### src/common/adc_pkg.sv
`default_nettype none

package adc_pkg;

    // Raw converter word width.
    localparam int ADC_RAW_W = 14;

    // Converted sample width.
    localparam int SAMPLE_W = 16;

    // Offset-binary word as it arrives on the ADC pins.
    typedef logic [ADC_RAW_W-1:0] adc_raw_t;

    // Two's complement sample after conversion.
    typedef logic signed [SAMPLE_W-1:0] sample_t;

endpackage

`default_nettype wire

### src/common/link_pkg.sv
`default_nettype none

package link_pkg;

    // UART payload width.
    localparam int BYTE_W = 8;

    typedef logic [BYTE_W-1:0] byte_t;

    // Opens every output frame.
    localparam byte_t FRAME_SYNC = 8'hA5;

    // Frame packer FSM.
    typedef enum logic [2:0] {
        PK_IDLE,
        PK_SEND_SYNC,
        PK_SEND_HIGH,
        PK_SEND_LOW,
        PK_WAIT_ACK
    } packer_state_t;

    // 8N1 serializer FSM.
    typedef enum logic [1:0] {
        UART_IDLE,
        UART_START,
        UART_DATA,
        UART_STOP
    } uart_state_t;

endpackage

`default_nettype wire

### src/adc_front/adc_capture.sv
`timescale 1ns/1ns
`default_nettype none

module adc_capture #(
    parameter int ADC_SETTLE = 16
) (
    input  wire                 sys_clock,
    input  wire                 i_rst_n,
    input  wire adc_pkg::adc_raw_t i_adc_data,
    input  wire                 i_adc_valid,
    output adc_pkg::sample_t    o_sample,
    output logic                o_valid,
    output logic                o_ready
);

    localparam int CNT_W = (ADC_SETTLE > 0) ? $clog2(ADC_SETTLE + 1) : 1;
    localparam int EXT_W = adc_pkg::SAMPLE_W - adc_pkg::ADC_RAW_W;

    logic [CNT_W-1:0]    settle_cnt;
    logic                settled;
    adc_pkg::sample_t    converted;

    assign settled = (settle_cnt == CNT_W'(ADC_SETTLE));

    // Offset binary becomes two's complement by flipping the MSB and sign extending.
    assign converted = {
        {EXT_W{~i_adc_data[adc_pkg::ADC_RAW_W-1]}},
        ~i_adc_data[adc_pkg::ADC_RAW_W-1],
        i_adc_data[adc_pkg::ADC_RAW_W-2:0]
    };

    // Count accepted words until the converter has settled.
    always_ff @(posedge sys_clock) begin
        if (!i_rst_n) begin
            settle_cnt <= '0;
            o_valid    <= 1'b0;
            o_ready    <= 1'b0;
        end else begin
            if (i_adc_valid && !settled) begin
                settle_cnt <= settle_cnt + 1'b1;
            end
            o_valid <= i_adc_valid && settled;
            o_ready <= settled;
        end
    end

    always_ff @(posedge sys_clock) begin
        if (i_adc_valid) begin
            o_sample <= converted;
        end
    end

    // No sample may leave before the settle window closes.
    a_valid_after_ready: assert property (
        @(posedge sys_clock) disable iff (!i_rst_n)
        o_valid |-> o_ready
    );

endmodule

`default_nettype wire

### src/adc_front/sample_decimator.sv
`timescale 1ns/1ns
`default_nettype none

module sample_decimator #(
    parameter int DECIM_LOG2 = 2
) (
    input  wire                 sys_clock,
    input  wire                 i_rst_n,
    input  wire adc_pkg::sample_t i_sample,
    input  wire                 i_valid,
    output adc_pkg::sample_t    o_mean,
    output logic                o_valid
);

    localparam int ACC_W = adc_pkg::SAMPLE_W + DECIM_LOG2;
    localparam int CNT_W = (DECIM_LOG2 > 0) ? DECIM_LOG2 : 1;
    localparam int GROUP = 1 << DECIM_LOG2;

    logic signed [ACC_W-1:0] acc;
    logic signed [ACC_W-1:0] acc_sum;
    logic [CNT_W-1:0]        grp_cnt;
    logic                    grp_last;

    assign acc_sum  = acc + i_sample;
    assign grp_last = (grp_cnt == CNT_W'(GROUP - 1));

    always_ff @(posedge sys_clock) begin
        if (!i_rst_n) begin
            acc     <= '0;
            grp_cnt <= '0;
            o_valid <= 1'b0;
        end else begin
            o_valid <= 1'b0;
            if (i_valid) begin
                if (grp_last) begin
                    // Last sample of the group emits the mean and restarts.
                    acc     <= '0;
                    grp_cnt <= '0;
                    o_valid <= 1'b1;
                end else begin
                    acc     <= acc_sum;
                    grp_cnt <= grp_cnt + 1'b1;
                end
            end
        end
    end

    always_ff @(posedge sys_clock) begin
        if (i_valid && grp_last) begin
            o_mean <= adc_pkg::sample_t'(acc_sum >>> DECIM_LOG2);
        end
    end

    a_valid_follows_input: assert property (
        @(posedge sys_clock) disable iff (!i_rst_n)
        o_valid |-> $past(i_valid)
    );

endmodule

`default_nettype wire

### src/logic/frame_packer.sv
`timescale 1ns/1ns
`default_nettype none

module frame_packer (
    input  wire                 sys_clock,
    input  wire                 i_rst_n,
    input  wire adc_pkg::sample_t i_mean,
    input  wire                 i_valid,
    input  wire                 i_wb_ack,
    output logic                o_wb_cyc,
    output logic                o_wb_stb,
    output logic                o_wb_we,
    output link_pkg::byte_t     o_wb_dat,
    output logic                o_overrun
);

    link_pkg::packer_state_t state;
    link_pkg::packer_state_t ret_state;
    adc_pkg::sample_t        mean_q;

    always_ff @(posedge sys_clock) begin
        if (!i_rst_n) begin
            state     <= link_pkg::PK_IDLE;
            ret_state <= link_pkg::PK_IDLE;
            o_wb_cyc  <= 1'b0;
            o_wb_stb  <= 1'b0;
            o_wb_we   <= 1'b0;
            o_overrun <= 1'b0;
        end else begin
            // Sticky because the converter cannot be held off.
            if (i_valid && state != link_pkg::PK_IDLE) begin
                o_overrun <= 1'b1;
            end
            case (state)
                link_pkg::PK_IDLE: begin
                    if (i_valid) begin
                        state <= link_pkg::PK_SEND_SYNC;
                    end
                end
                link_pkg::PK_SEND_SYNC: begin
                    o_wb_cyc  <= 1'b1;
                    o_wb_stb  <= 1'b1;
                    o_wb_we   <= 1'b1;
                    ret_state <= link_pkg::PK_SEND_HIGH;
                    state     <= link_pkg::PK_WAIT_ACK;
                end
                link_pkg::PK_SEND_HIGH: begin
                    o_wb_stb  <= 1'b1;
                    ret_state <= link_pkg::PK_SEND_LOW;
                    state     <= link_pkg::PK_WAIT_ACK;
                end
                link_pkg::PK_SEND_LOW: begin
                    o_wb_stb  <= 1'b1;
                    ret_state <= link_pkg::PK_IDLE;
                    state     <= link_pkg::PK_WAIT_ACK;
                end
                link_pkg::PK_WAIT_ACK: begin
                    if (i_wb_ack) begin
                        // Strobe stays low for at least one cycle.
                        o_wb_stb <= 1'b0;
                        state    <= ret_state;
                        if (ret_state == link_pkg::PK_IDLE) begin
                            o_wb_cyc <= 1'b0;
                            o_wb_we  <= 1'b0;
                        end
                    end
                end
                default: begin
                    state <= link_pkg::PK_IDLE;
                end
            endcase
        end
    end

    always_ff @(posedge sys_clock) begin
        if (state == link_pkg::PK_IDLE && i_valid) begin
            mean_q <= i_mean;
        end
        case (state)
            link_pkg::PK_SEND_SYNC: o_wb_dat <= link_pkg::FRAME_SYNC;
            link_pkg::PK_SEND_HIGH: o_wb_dat <= mean_q[adc_pkg::SAMPLE_W-1 -: link_pkg::BYTE_W];
            link_pkg::PK_SEND_LOW:  o_wb_dat <= mean_q[link_pkg::BYTE_W-1:0];
            default: ;
        endcase
    end

    // Bus rule towards the UART.
    a_stb_held: assert property (
        @(posedge sys_clock) disable iff (!i_rst_n)
        o_wb_stb && !i_wb_ack |=> o_wb_stb && $stable(o_wb_dat)
    );

endmodule

`default_nettype wire

### src/logic/uart_tx.sv
`timescale 1ns/1ns
`default_nettype none

module uart_tx #(
    parameter int CLKS_PER_BIT = 5208
) (
    input  wire                 sys_clock,
    input  wire                 i_rst_n,
    input  wire                 i_wb_cyc,
    input  wire                 i_wb_stb,
    input  wire                 i_wb_we,
    input  wire link_pkg::byte_t i_wb_dat,
    output logic                o_wb_ack,
    output logic                o_tx
);

    localparam int CNT_W = (CLKS_PER_BIT > 1) ? $clog2(CLKS_PER_BIT) : 1;
    localparam int IDX_W = $clog2(link_pkg::BYTE_W);

    link_pkg::uart_state_t state;
    logic [CNT_W-1:0]      clk_cnt;
    logic [IDX_W-1:0]      bit_idx;
    logic                  bit_end;
    link_pkg::byte_t       shift_q;

    assign bit_end = (clk_cnt == CNT_W'(CLKS_PER_BIT - 1));

    always_ff @(posedge sys_clock) begin
        if (!i_rst_n) begin
            state    <= link_pkg::UART_IDLE;
            clk_cnt  <= '0;
            bit_idx  <= '0;
            o_wb_ack <= 1'b0;
            o_tx     <= 1'b1;
        end else begin
            clk_cnt <= bit_end ? '0 : clk_cnt + 1'b1;
            case (state)
                link_pkg::UART_IDLE: begin
                    clk_cnt <= '0;
                    if (o_wb_ack) begin
                        // Start bit begins with the acked cycle.
                        o_wb_ack <= 1'b0;
                        o_tx     <= 1'b0;
                        state    <= link_pkg::UART_START;
                    end else if (i_wb_cyc && i_wb_stb && i_wb_we) begin
                        o_wb_ack <= 1'b1;
                    end
                end
                link_pkg::UART_START: begin
                    if (bit_end) begin
                        o_tx    <= shift_q[0];
                        bit_idx <= '0;
                        state   <= link_pkg::UART_DATA;
                    end
                end
                link_pkg::UART_DATA: begin
                    if (bit_end) begin
                        if (bit_idx == IDX_W'(link_pkg::BYTE_W - 1)) begin
                            o_tx  <= 1'b1;
                            state <= link_pkg::UART_STOP;
                        end else begin
                            o_tx    <= shift_q[1];
                            bit_idx <= bit_idx + 1'b1;
                        end
                    end
                end
                link_pkg::UART_STOP: begin
                    if (bit_end) begin
                        state <= link_pkg::UART_IDLE;
                    end
                end
                default: begin
                    state <= link_pkg::UART_IDLE;
                end
            endcase
        end
    end

    // LSB first.
    always_ff @(posedge sys_clock) begin
        if (state == link_pkg::UART_IDLE && o_wb_ack) begin
            shift_q <= i_wb_dat;
        end else if (state == link_pkg::UART_DATA && bit_end) begin
            shift_q <= shift_q >> 1;
        end
    end

    a_ack_in_cycle: assert property (
        @(posedge sys_clock) disable iff (!i_rst_n)
        o_wb_ack |-> i_wb_cyc && i_wb_stb
    );

endmodule

`default_nettype wire

### src/logic/status_led.sv
`timescale 1ns/1ns
`default_nettype none

module status_led #(
    parameter int LED_PERIOD = 50_000_000
) (
    input  wire     sys_clock,
    input  wire     i_rst_n,
    input  wire     i_ready,
    output logic    o_led_g,
    output logic    o_led_r
);

    localparam int CNT_W = $clog2(LED_PERIOD + 1);

    logic [CNT_W-1:0] period_cnt;
    logic             pulse;

    always_ff @(posedge sys_clock) begin
        if (!i_rst_n) begin
            period_cnt <= '0;
            pulse      <= 1'b0;
        end else if (period_cnt == CNT_W'(LED_PERIOD)) begin
            period_cnt <= '0;
            pulse      <= 1'b1;
        end else begin
            period_cnt <= period_cnt + 1'b1;
            pulse      <= 1'b0;
        end
    end

    // Green while settling, red once ready.
    assign o_led_g = pulse && !i_ready;
    assign o_led_r = pulse && i_ready;

endmodule

`default_nettype wire

### src/logic/scope_link_top.sv
`timescale 1ns/1ns
`default_nettype none

module scope_link_top #(
    parameter int ADC_SETTLE   = 16,
    parameter int DECIM_LOG2   = 2,
    parameter int CLKS_PER_BIT = 5208,
    parameter int LED_PERIOD   = 50_000_000
) (
    input  wire                 sys_clock,
    input  wire                 i_rst_n,
    input  wire adc_pkg::adc_raw_t i_adc_data,
    input  wire                 i_adc_valid,
    output logic                o_tx,
    output logic                o_led_g,
    output logic                o_led_r,
    output logic                o_overrun
);

    adc_pkg::sample_t   cap_sample;
    logic               cap_valid;
    logic               cap_ready;

    adc_pkg::sample_t   dec_mean;
    logic               dec_valid;

    logic               wb_cyc;
    logic               wb_stb;
    logic               wb_we;
    link_pkg::byte_t    wb_dat;
    logic               wb_ack;

    adc_capture #(
        .ADC_SETTLE     ( ADC_SETTLE    )
    ) u_adc_capture (
        .sys_clock      ( sys_clock     ),
        .i_rst_n        ( i_rst_n       ),
        .i_adc_data     ( i_adc_data    ),
        .i_adc_valid    ( i_adc_valid   ),
        .o_sample       ( cap_sample    ),
        .o_valid        ( cap_valid     ),
        .o_ready        ( cap_ready     )
    );

    sample_decimator #(
        .DECIM_LOG2     ( DECIM_LOG2    )
    ) u_sample_decimator (
        .sys_clock      ( sys_clock     ),
        .i_rst_n        ( i_rst_n       ),
        .i_sample       ( cap_sample    ),
        .i_valid        ( cap_valid     ),
        .o_mean         ( dec_mean      ),
        .o_valid        ( dec_valid     )
    );

    frame_packer u_frame_packer (
        .sys_clock      ( sys_clock     ),
        .i_rst_n        ( i_rst_n       ),
        .i_mean         ( dec_mean      ),
        .i_valid        ( dec_valid     ),
        .i_wb_ack       ( wb_ack        ),
        .o_wb_cyc       ( wb_cyc        ),
        .o_wb_stb       ( wb_stb        ),
        .o_wb_we        ( wb_we         ),
        .o_wb_dat       ( wb_dat        ),
        .o_overrun      ( o_overrun     )
    );

    uart_tx #(
        .CLKS_PER_BIT   ( CLKS_PER_BIT  )
    ) u_uart_tx (
        .sys_clock      ( sys_clock     ),
        .i_rst_n        ( i_rst_n       ),
        .i_wb_cyc       ( wb_cyc        ),
        .i_wb_stb       ( wb_stb        ),
        .i_wb_we        ( wb_we         ),
        .i_wb_dat       ( wb_dat        ),
        .o_wb_ack       ( wb_ack        ),
        .o_tx           ( o_tx          )
    );

    status_led #(
        .LED_PERIOD     ( LED_PERIOD    )
    ) u_status_led (
        .sys_clock      ( sys_clock     ),
        .i_rst_n        ( i_rst_n       ),
        .i_ready        ( cap_ready     ),
        .o_led_g        ( o_led_g       ),
        .o_led_r        ( o_led_r       )
    );

endmodule

`default_nettype wire

### config.mk
export PLATFORM = sky130hd
export DESIGN_NAME = scope_link_top
export DESIGN_NICKNAME = d
export VERILOG_FILES = /design/src/common/adc_pkg.sv /design/src/common/link_pkg.sv /design/src/adc_front/adc_capture.sv /design/src/adc_front/sample_decimator.sv /design/src/logic/frame_packer.sv /design/src/logic/uart_tx.sv /design/src/logic/status_led.sv /design/src/logic/scope_link_top.sv
export SDC_FILE = /design/constraint.sdc
export NUM_CORES = 1
export LEC_CHECK = 0
export ABC_CLOCK_PERIOD_IN_PS = 3010
export CAP_MARGIN = 40
export CORE_ASPECT_RATIO = 0.8
export CORE_MARGIN = 10
export CORE_UTILIZATION = 25
export DETAILED_ROUTE_END_ITERATION = 10
export DONT_BUFFER_PORTS = 1
export GPL_TIMING_DRIVEN = 0
export PLACE_DENSITY = 0.4
export REMOVE_ABC_BUFFERS = 1
export SYNTH_ARGS = -nofsm -noshare
export SYNTH_HDL_FRONTEND = slang
export SYNTH_SLANG_ARGS = --single-unit
### constraint.sdc
create_clock -name sys_clock -period 3.01 [get_ports sys_clock]
set_input_delay 0.1505 -clock sys_clock [delete_from_list [all_inputs] [get_ports sys_clock]]
set_output_delay 0.1505 -clock sys_clock [all_outputs]
set_load 0.005 [all_outputs]
==> results of run 1 <==
-- final cells by class --
| cell class | count | area [sq um] |
|---|---|---|
| clock buffers | 19 | 433 |
| clock inverters | 13 | 115 |
| fillers | 2681 | 18400 |
| inverters | 17 | 63.8 |
| multi-input cells | 427 | 2960 |
| flip-flops and latches | 145 | 3520 |
| well taps | 357 | 447 |
| repair buffers | 20 | 214 |
-- per-stage QoR --
stage | instance area, sq um | power (mW)
final | 7750 | 4.39
after global routing | 7750 | 4.61
after CTS | 7750 | 4.47
after detailed placement | 7020 | 2.43
after global placement | 6990 | 2.42
after floorplan | 6540 | 2.35
-- per-layer routing --
layer / vias to the layer above / wire [um] / global-route usage (%)
li1: 2238 / - / -
met1: 2038 / 6970 / 11.3
met2: 37 / 5940 / 12.4
met3: 15 / 326 / 2.28
met4: 0 / 195 / 3.24
met5: - / 0 / 0
-- worst min-delay path by stage --
stage	start	end	cells after the start
3_5_place_dp	i_rst_n	u_uart_tx.o_tx	1
4_1_cts	i_adc_valid	u_adc_capture.settle_cnt[2]	3
2_1_floorplan	i_rst_n	u_uart_tx.o_tx	1
5_1_grt	i_adc_valid	u_adc_capture.settle_cnt[2]	3
3_3_place_gp	i_rst_n	u_uart_tx.o_tx	1
6_report	i_adc_valid	u_adc_capture.settle_cnt[1]	3
-- placed cells by master, fill, tap and decap left out, drive strengths merged, types with 13 or more instances in the layout --
master / instances
nand4: 16
xnor2: 22
xor2: 28
dfxtp: 83
a21o: 13
a21oi: 15
ha: 30
edfxtp: 62
nand2: 34
nand3: 27
clkbuf: 19
dlygate4sd3: 16
nor2b: 20
nor2: 74
mux2i: 13
inv: 18
-- state kept, by name, indices dropped and copies added (netlist names), 8 cells and up --
signal                     count
u_status_led.period_cnt       26
u_sample_decimator.acc        18
u_frame_packer.mean_q         16
u_sample_decimator.o_mean     16
u_adc_capture.o_sample        14
u_uart_tx.clk_cnt             13
u_frame_packer.o_wb_dat        8
u_uart_tx.shift_q              8
-- cell families (layout without fill, tap and decap cells) --
kind of cell,count (synthesis),after routing,share of synthesized area (%)
and+or+nand+nor,233,233,18.6
DFF,145,145,53.1
AOI/OAI and AO/OA,92,92,9.97
xor gates and xnor gates,50,50,6.60
buffers and inverters,36,69,2.43
adders and majority gates,31,31,5.96
muxes,21,21,3.32
-- power breakdown --
| part | total [mW] | switching (mW) | internal (mW) |
|---|---|---|---|
| logic | 0.300 | 0.169 | 0.131 |
| clock network | 1.97 | 0.840 | 1.13 |
| registers | 2.12 | 0.0329 | 2.09 |
-- timing repair --
action / CTS / global route
hold buffers: 17 / 0
setup buffers: 0 / 0
gates resized for setup: 0 / 0
endpoints found under the setup margin: 0 / 0
hold endpoints to repair: 72 / 0
-- synthesized netlist by cell type, drive strengths merged, types with 4 or more instances --
library cell  count  area, sq um
dfxtp            83         1660
nor2             74          283
edfxtp           62         1860
nand2            34          128
ha               30          375
xor2             28          245
nand3            27          140
xnor2            22          193
nor2b            20          125
inv              17         63.8
nand4            16          106
a21oi            15         75.1
a21o             13         97.6
mux2i            13          130
a22oi            12         90.1
and2             12         75.1
clkbuf           12         65.1
o21ai            12         60.1
nor3             11         77.6
mux2              8         90.1
and3              7         43.8
buf               7         32.5
nand2b            7         43.8
a32o              5         50.1
nor4              5         46.3
o21a              5         37.5
a21boi            4         30.0
-- critical path, cell delays in order (launching register included) --
cell and delay, ps:
edfxtp_1 370, ha_1 230, fa_1 420, a21oi_1 270
o221ai_1 250, a41oi_1 370, o21ai_0 180, xor2_1 190
a32o_1 220
==> results.toml, run 1 <==
[timing]
hold_violations = 0
rsz0062_at_grt = "no"
fin_crit_sh_pct = 86.0
min_period_ps = 2590
worst_slack_ps = 423
tightest_slew_ps = 859
tns_ps = 0
fmax_ghz = 0.386
slew_headroom_pct = 42.5
hold_slack_ps = 54.0
finalClockSkew_ps = 15.3
setup_viol = 0
slew_violations = 0

[die]
io-pin-count = 21
rows = 53
initial_core_util_pct = 25.3
dieArea_sq_mm = 0.0335
fp.dieH_um = 166
core_sq_mm = 0.0262
die_w_um = 202

[cells_and_area]
n_antenna_cell = 0
syn2layout_area_growth_pct = 16.8
fin_util_pct = 29.6
drive_gt1_share_pct = 8.74
num-nets-final = 676
layout.cells.non_filler = 998

[grt]
grt_pass1_vias = 4388
grt_overflow = 0
grt_pass1_wl_um = 22800
grt_max_degree = 46
grt_antenna_before_repair = 1
gr-usage-all-layers_pct = 8.39

[run]
max_cap_viol_count = 0

[synth]
syn_inst = 608
synth-async-reset-ratio_pct = 0
synth_edf_count = 62
syn_area_sq_mm = 0.00664
ys_seq_elements = 145
yosysSeqAreaShare_pct = 53.1
ys.flop_type = "dfxtp_1"
yosys_warnings = 0
synth_cell_types = 64
syn_avg_cell_area_sq_um = 10.9

[routing]
viasPerCell = 4.34
finalWirelength_um = 13400
drt_pass1_iterations = 4
drt_iter0_markers = 241
ant_nets = 0
wl_per_cell_um = 13.5
num_vias = 4328
drc = 0

[setup_path]
crit_fanout = 3
ff2ff_setup_slack_ps = 420
required_ps = 3330
start_kind = "flop"
critPathCapture = "u_sample_decimator.acc[14]"
r2r_end = "u_sample_decimator.acc[14]"
crit_arrival_ps = 2900
critPathKind = "reg -> reg"
ff2ff_path_depth = 8
startpoint = "u_adc_capture.o_sample[0]"
r2r-start = "u_adc_capture.o_sample[0]"
crit_path_end_kind = "flop"

[place]
place_congestion = 0.770
port_buffers = 0
placed_cells = 949
dp_hpwl_um = 9250
pre_cts_ws_ps = 415

[power]
power.leakage_nw = 2.79
powerDensity_mw_per_mm2 = 566
ir_drop_mv = 0.416

[run_status]
status = "finished, final reports clean"

[cts]
clkSinkCount = 145
clk_pin_slew_worst_paths_ps = 60
cts_buffer_depth = 2
cts_made_buffers = 17
tritoncts = "done"
root_buffer = "clkbuf_16"
cts-htree-levels = 4
clk_latency_ps = 430

[hold_path]
hp-class = "in -> reg"
Note: power is estimated with default switching activity, not from simulation.
==> run 2: changes to the inputs <==
--- a/config.mk
+++ b/config.mk
@@ -5,13 +5,14 @@
 export SDC_FILE = /design/constraint.sdc
 export NUM_CORES = 1
 export LEC_CHECK = 0
-export ABC_CLOCK_PERIOD_IN_PS = 3010
 export CAP_MARGIN = 40
 export CORE_ASPECT_RATIO = 0.8
 export CORE_MARGIN = 10
 export CORE_UTILIZATION = 25
+export CTS_BUF_LIST = sky130_fd_sc_hd__clkbuf_8
 export DETAILED_ROUTE_END_ITERATION = 10
 export DONT_BUFFER_PORTS = 1
+export GPL_ROUTABILITY_DRIVEN = 0
 export GPL_TIMING_DRIVEN = 0
 export PLACE_DENSITY = 0.4
 export REMOVE_ABC_BUFFERS = 1
==> run 2 against run 1 <==
Die area unchanged. Hold slack worse by 9.9 ps. Power is 12% lower. Cell area decreased by 2.2%. Final cell count up 0.20%. First-iteration DRC count up 4.6%. Via count is 0.65% higher. Maximum frequency hardly changed. Combinational power up 2%. Clock skew is 7.6 ps higher. Critical path type unchanged. Critical endpoint unchanged. Largest cell class unchanged.
==> results.toml, run 2 (same netlist as run 1, synthesis figures left out) <==
[cts]
ctsResizeCount = 0
tritoncts = "done"
cts-htree-levels = 4
clk_latency_ps = 460
root_buffer = "clkbuf_8"
clkSinkCount = 145
clk_pin_slew_worst_paths_ps = 90
cts_buffer_depth = 2
cts_made_buffers = 17

[run]
max_cap_viol_count = 0

[routing]
drt_iter0_markers = 252
ant_nets = 0
finalWirelength_um = 13700
wl_per_cell_um = 13.7
num_vias = 4356
drt_pass1_iterations = 5
drc = 0
viasPerCell = 4.36

[timing]
min_period_ps = 2580
rsz0062_at_grt = "no"
slew_violations = 0
setup_viol = 0
worst_slack_ps = 425
slew_headroom_pct = 41.2
finalClockSkew_ps = 22.9
tns_ps = 0
hold_slack_ps = 44.1
hold_violations = 0
tightest_slew_ps = 879
fin_crit_sh_pct = 85.9
fmax_ghz = 0.387

[die]
rows = 53
core_sq_mm = 0.0262
fp.dieH_um = 166
die_w_um = 202
initial_core_util_pct = 25.3
io-pin-count = 21
dieArea_sq_mm = 0.0335

[setup_path]
crit_arrival_ps = 2940
required_ps = 3360
start_kind = "flop"
r2r_end = "u_sample_decimator.acc[14]"
crit_path_end_kind = "flop"
crit_fanout = 3
ff2ff_path_depth = 8
critPathKind = "reg -> reg"
r2r-start = "u_adc_capture.o_sample[0]"
ff2ff_setup_slack_ps = 430

[hold_path]
hold_path_depth = 2
hold-path-endpoint = "u_uart_tx.state[0]"
hp-class = "in -> reg"
hp-start = "i_rst_n"

[cells_and_area]
drive_gt1_share_pct = 8.71
largest_reg_flops = 26
top_regs = "u_status_led.period_cnt (26), u_sample_decimator.acc (18)"
n_antenna_cell = 0
fill_cells = 2700
num-nets-final = 678
final_cell_mix = "dfxtp_1 (83), nor2_1 (72), edfxtp_1 (62)"
final_common_cell = "dfxtp_1"
syn2layout_area_growth_pct = 14.2
regMostFlops = "u_status_led.period_cnt"
fin_util_pct = 28.9

[grt]
grt_max_degree = 46
grt_overflow = 0
grt_pass1_vias = 4384
gr-usage-all-layers_pct = 8.50
grt_pass1_wl_um = 22900
grt_antenna_before_repair = 2

[place]
dp_hpwl_um = 9250
port_buffers = 0
pre_cts_ws_ps = 415

[power]
p_sw_share_pct = 25.7
power.leakage_nw = 2.72
power.switching_uw = 986
power_mw = 3.84
p_int_mw = 2.86
powerDensity_mw_per_mm2 = 507
seqPwrFrac_pct = 55.0
ir_drop_mv = 0.376
power_frac_comb_pct = 8.0
p_clk_share_pct = 37.0

[run_status]
status = "finished, final reports clean"
==> run 2: cell count changes in the layout (fill, tap and decap cells not counted), sizes merged <==
cell	delta
clkbuf	-2
dlygate4sd3	+2
inv	+2
==> run 2: worst max-delay path by stage <==
stage | slack (ps) | endpoint | from
2_1_floorplan | 760 | u_sample_decimator.acc[14] | u_adc_capture.o_sample[0]
3_3_place_gp | 400 | u_sample_decimator.acc[14] | u_adc_capture.o_sample[0]
3_5_place_dp | 410 | u_sample_decimator.acc[14] | u_adc_capture.o_sample[0]
4_1_cts | 400 | u_sample_decimator.acc[14] | u_adc_capture.o_sample[0]
5_1_grt | 230 | u_sample_decimator.acc[14] | u_adc_capture.o_sample[0]
6_report | 430 | u_sample_decimator.acc[14] | u_adc_capture.o_sample[0]
==> run 2: layer usage <==
| metal | GRT usage (%) | wire length [um] | up-vias |
|---|---|---|---|
| met4 | 2.82 | 148 | 0 |
| li1 | - | - | 2239 |
| met3 | 2.50 | 368 | 8 |
| met5 | 0 | 0 | - |
| met1 | 11.7 | 7290 | 2078 |
| met2 | 12.3 | 5910 | 31 |
==> run 2: cell type report <==
class                      instances  area [sq um]  area share, %
timing repair buffer              22           234           3.09
sequential                       145          3520           46.5
multi-input combinational        427          2960           39.0
clock buffer                      17           234           3.09
inverter                          17          63.8          0.842
tap                              357           447           5.89
clock inverter                    15           123           1.62
==> run 2: metrics by stage <==
step | area, sq um | cells
final | 7580 | 1000
after global routing | 7580 | 1000
after CTS | 7580 | 1000
after detailed placement | 7020 | 949
after global placement | 6990 | 946
after floorplan | 6540 | 589
==> run 2: power by group through the flow <==
stage          registers [mW]  logic, mW  clock network (mW)
6_report                 2.12      0.307                1.42
5_1_grt                  2.12      0.353                1.58
4_1_cts                  2.12      0.314                1.49
3_5_place_dp             2.16      0.264                   0
3_3_place_gp             2.16      0.257                   0
2_1_floorplan            2.15      0.203                   0
==> run 2: critical path, stage by stage, from the launching register on <==
cell      delay (ps)
edfxtp_1         380
ha_1             230
fa_1             420
a21oi_1          270
o221ai_1         250
a41oi_1          370
o21ai_0          180
xor2_1           190
a32o_1           220
==> run 2: repair_timing <==
action	in CTS	in global routing
buffers inserted	0	0
hold buffers	19	0
endpoints found under the hold margin	72	0
==> run 3: changes to the inputs <==
--- a/config.mk
+++ b/config.mk
@@ -15,7 +15,6 @@
 export GPL_ROUTABILITY_DRIVEN = 0
 export GPL_TIMING_DRIVEN = 0
 export PLACE_DENSITY = 0.4
-export REMOVE_ABC_BUFFERS = 1
 export SYNTH_ARGS = -nofsm -noshare
 export SYNTH_HDL_FRONTEND = slang
 export SYNTH_SLANG_ARGS = --single-unit
==> run 3 against run 2 <==
Flip-flop and latch count unchanged. Highest routed layer unchanged. Non-clock buffer count is 15 higher. Clock-buffer cell count up 1. Final cell count up 1.5%. Clock power up 4%. Register-to-register slack worse by 20 ps. Hold slack got worse by 6.9 ps. First-iteration DRC count increased by 36%. Die area stayed put. Core utilization grew 0.21 points. Via count rose by 2.2%.
==> results.toml, run 3 (same netlist as run 1, synthesis figures left out) <==
[timing]
slew_headroom_pct = 47.8
worst_slack_ps = 407
fin_crit_sh_pct = 86.5
fmax_ghz = 0.384
tightest_slew_ps = 781
slew_violations = 0
setup_viol = 0
finalClockSkew_ps = 18.8
rsz0062_at_grt = "no"
min_period_ps = 2600
tns_ps = 0
hold_violations = 0

[place]
port_buffers = 0
pre_cts_ws_ps = 424
dp_hpwl_um = 9750

[cts]
root_buffer = "clkbuf_8"
cts_made_buffers = 17
cts_buffer_depth = 2
post_cts_buffers = 0
tritoncts = "done"
clk_latency_ps = 440
ctsResizeCount = 0
clk_pin_slew_worst_paths_ps = 100
clkSinkCount = 145
cts-htree-levels = 4

[setup_path]
crit_fanout = 3
r2r_end = "u_sample_decimator.acc[14]"
ff2ff_path_depth = 8
ff2ff_setup_slack_ps = 410
r2r-start = "u_adc_capture.o_sample[0]"
required_ps = 3350
start_kind = "flop"
crit_path_end_kind = "flop"
crit_arrival_ps = 2940
critPathKind = "reg -> reg"

[cells_and_area]
largest_reg_flops = 26
final_common_cell = "dfxtp_1"
num-nets-final = 693
syn2layout_area_growth_pct = 15.1
top_regs = "u_status_led.period_cnt (26), u_sample_decimator.acc (18)"
fill_cells = 2729
drive_gt1_share_pct = 9.42
regMostFlops = "u_status_led.period_cnt"
final_cell_mix = "dfxtp_1 (83), nor2_1 (72), edfxtp_1 (62)"
n_antenna_cell = 0

[hold_path]
hold-path-endpoint = "u_adc_capture.settle_cnt[4]"
hp-class = "in -> reg"
hold_path_depth = 3
hp-start = "i_adc_valid"

[die]
fp.dieH_um = 166
core_sq_mm = 0.0262
dieArea_sq_mm = 0.0335
io-pin-count = 21
rows = 53
die_w_um = 202
initial_core_util_pct = 25.3

[power]
power.leakage_nw = 2.77
powerDensity_mw_per_mm2 = 510
ir_drop_mv = 0.198
power_mw = 3.89

[run]
max_cap_viol_count = 0

[run_status]
status = "finished, final reports clean"

[grt]
grt_overflow = 0
grt_pass1_wl_um = 22900
gr-usage-all-layers_pct = 8.41
grt_antenna_before_repair = 0
grt_pass1_vias = 4423
grt_max_degree = 18

[routing]
num_vias = 4454
wl_per_cell_um = 13.6
finalWirelength_um = 13800
viasPerCell = 4.39
drt_pass1_iterations = 4
ant_nets = 0
drt_iter0_markers = 342
drc = 0

[synth]
synth_fp_nets = 656
==> run 3: changes by cell type in the layout (fill, tap and decap cells not counted), sizes merged <==
cell	change
clkinv	+2
inv	+4
clkinvlp	-6
buf	+4
dlygate4sd3	-1
clkbuf	+13
bufinv	-1
==> run 3: layout make-up <==
type | count | area, sq um | share of cell area [%]
multi-input combinational | 427 | 2960 | 38.7
clock inverter | 14 | 123 | 1.61
inverter | 17 | 63.8 | 0.836
sequential | 145 | 3520 | 46.1
tap | 357 | 447 | 5.85
buffer | 19 | 97.6 | 1.28
timing repair buffer | 18 | 178 | 2.33
clock buffer | 18 | 248 | 3.24
==> run 3: metrics by stage <==
| stage | area (sq um) | instances | utilization (%) | hold slack, ps |
|---|---|---|---|---|
| 3_5_place_dp | 7100 | 966 | 27.1 | 249 |
| 4_1_cts | 7640 | 1015 | 29.2 | 6.90 |
| 2_1_floorplan | 6640 | 608 | - | 249 |
| 6_report | 7640 | 1015 | 29.2 | 37.1 |
| 5_1_grt | 7640 | 1015 | 29.2 | 23.7 |
| 3_3_place_gp | 7080 | 965 | 27.0 | 249 |
==> run 3: worst max-delay path by stage <==
stage | start | endpoint | slack (ps) | cells past startpoint
after detailed placement | u_adc_capture.o_sample[0] | u_sample_decimator.acc[14] | 420 | 8
after floorplan | u_adc_capture.o_sample[0] | u_sample_decimator.acc[14] | 760 | 8
after global placement | u_frame_packer.state[0] | u_frame_packer.mean_q[0] | 360 | 2
final | u_adc_capture.o_sample[0] | u_sample_decimator.acc[14] | 410 | 8
after CTS | u_adc_capture.o_sample[0] | u_sample_decimator.acc[14] | 400 | 8
after global routing | u_adc_capture.o_sample[0] | u_sample_decimator.acc[14] | 180 | 8
==> run 3: layer usage <==
metal | GRT usage, % | vias up | wire [um]
met5 | 0 | - | 0
met4 | 2.75 | 0 | 162
met3 | 2.48 | 8 | 419
met2 | 12.6 | 56 | 6080
met1 | 11.3 | 2119 | 7150
li1 | - | 2271 | -
==> run 3: critical path: stages (launching register included) <==
cell and delay (ps):
edfxtp_1 420, ha_1 240, fa_1 420, a21oi_1 290, o221ai_1 240, a41oi_1 340, o21ai_0 160, xor2_1 180
a32o_1 210
==> run 3: report_power, final <==
group / switching [mW] / internal, mW
clock network: 0.845 / 0.623
registers: 0.0327 / 2.08
logic: 0.182 / 0.128
total: 1.06 / 2.83
==> run 3: repair_timing <==
action	CTS	global route
setup endpoints to repair	0	0
hold endpoints to repair	40	0
hold buffers	17	0
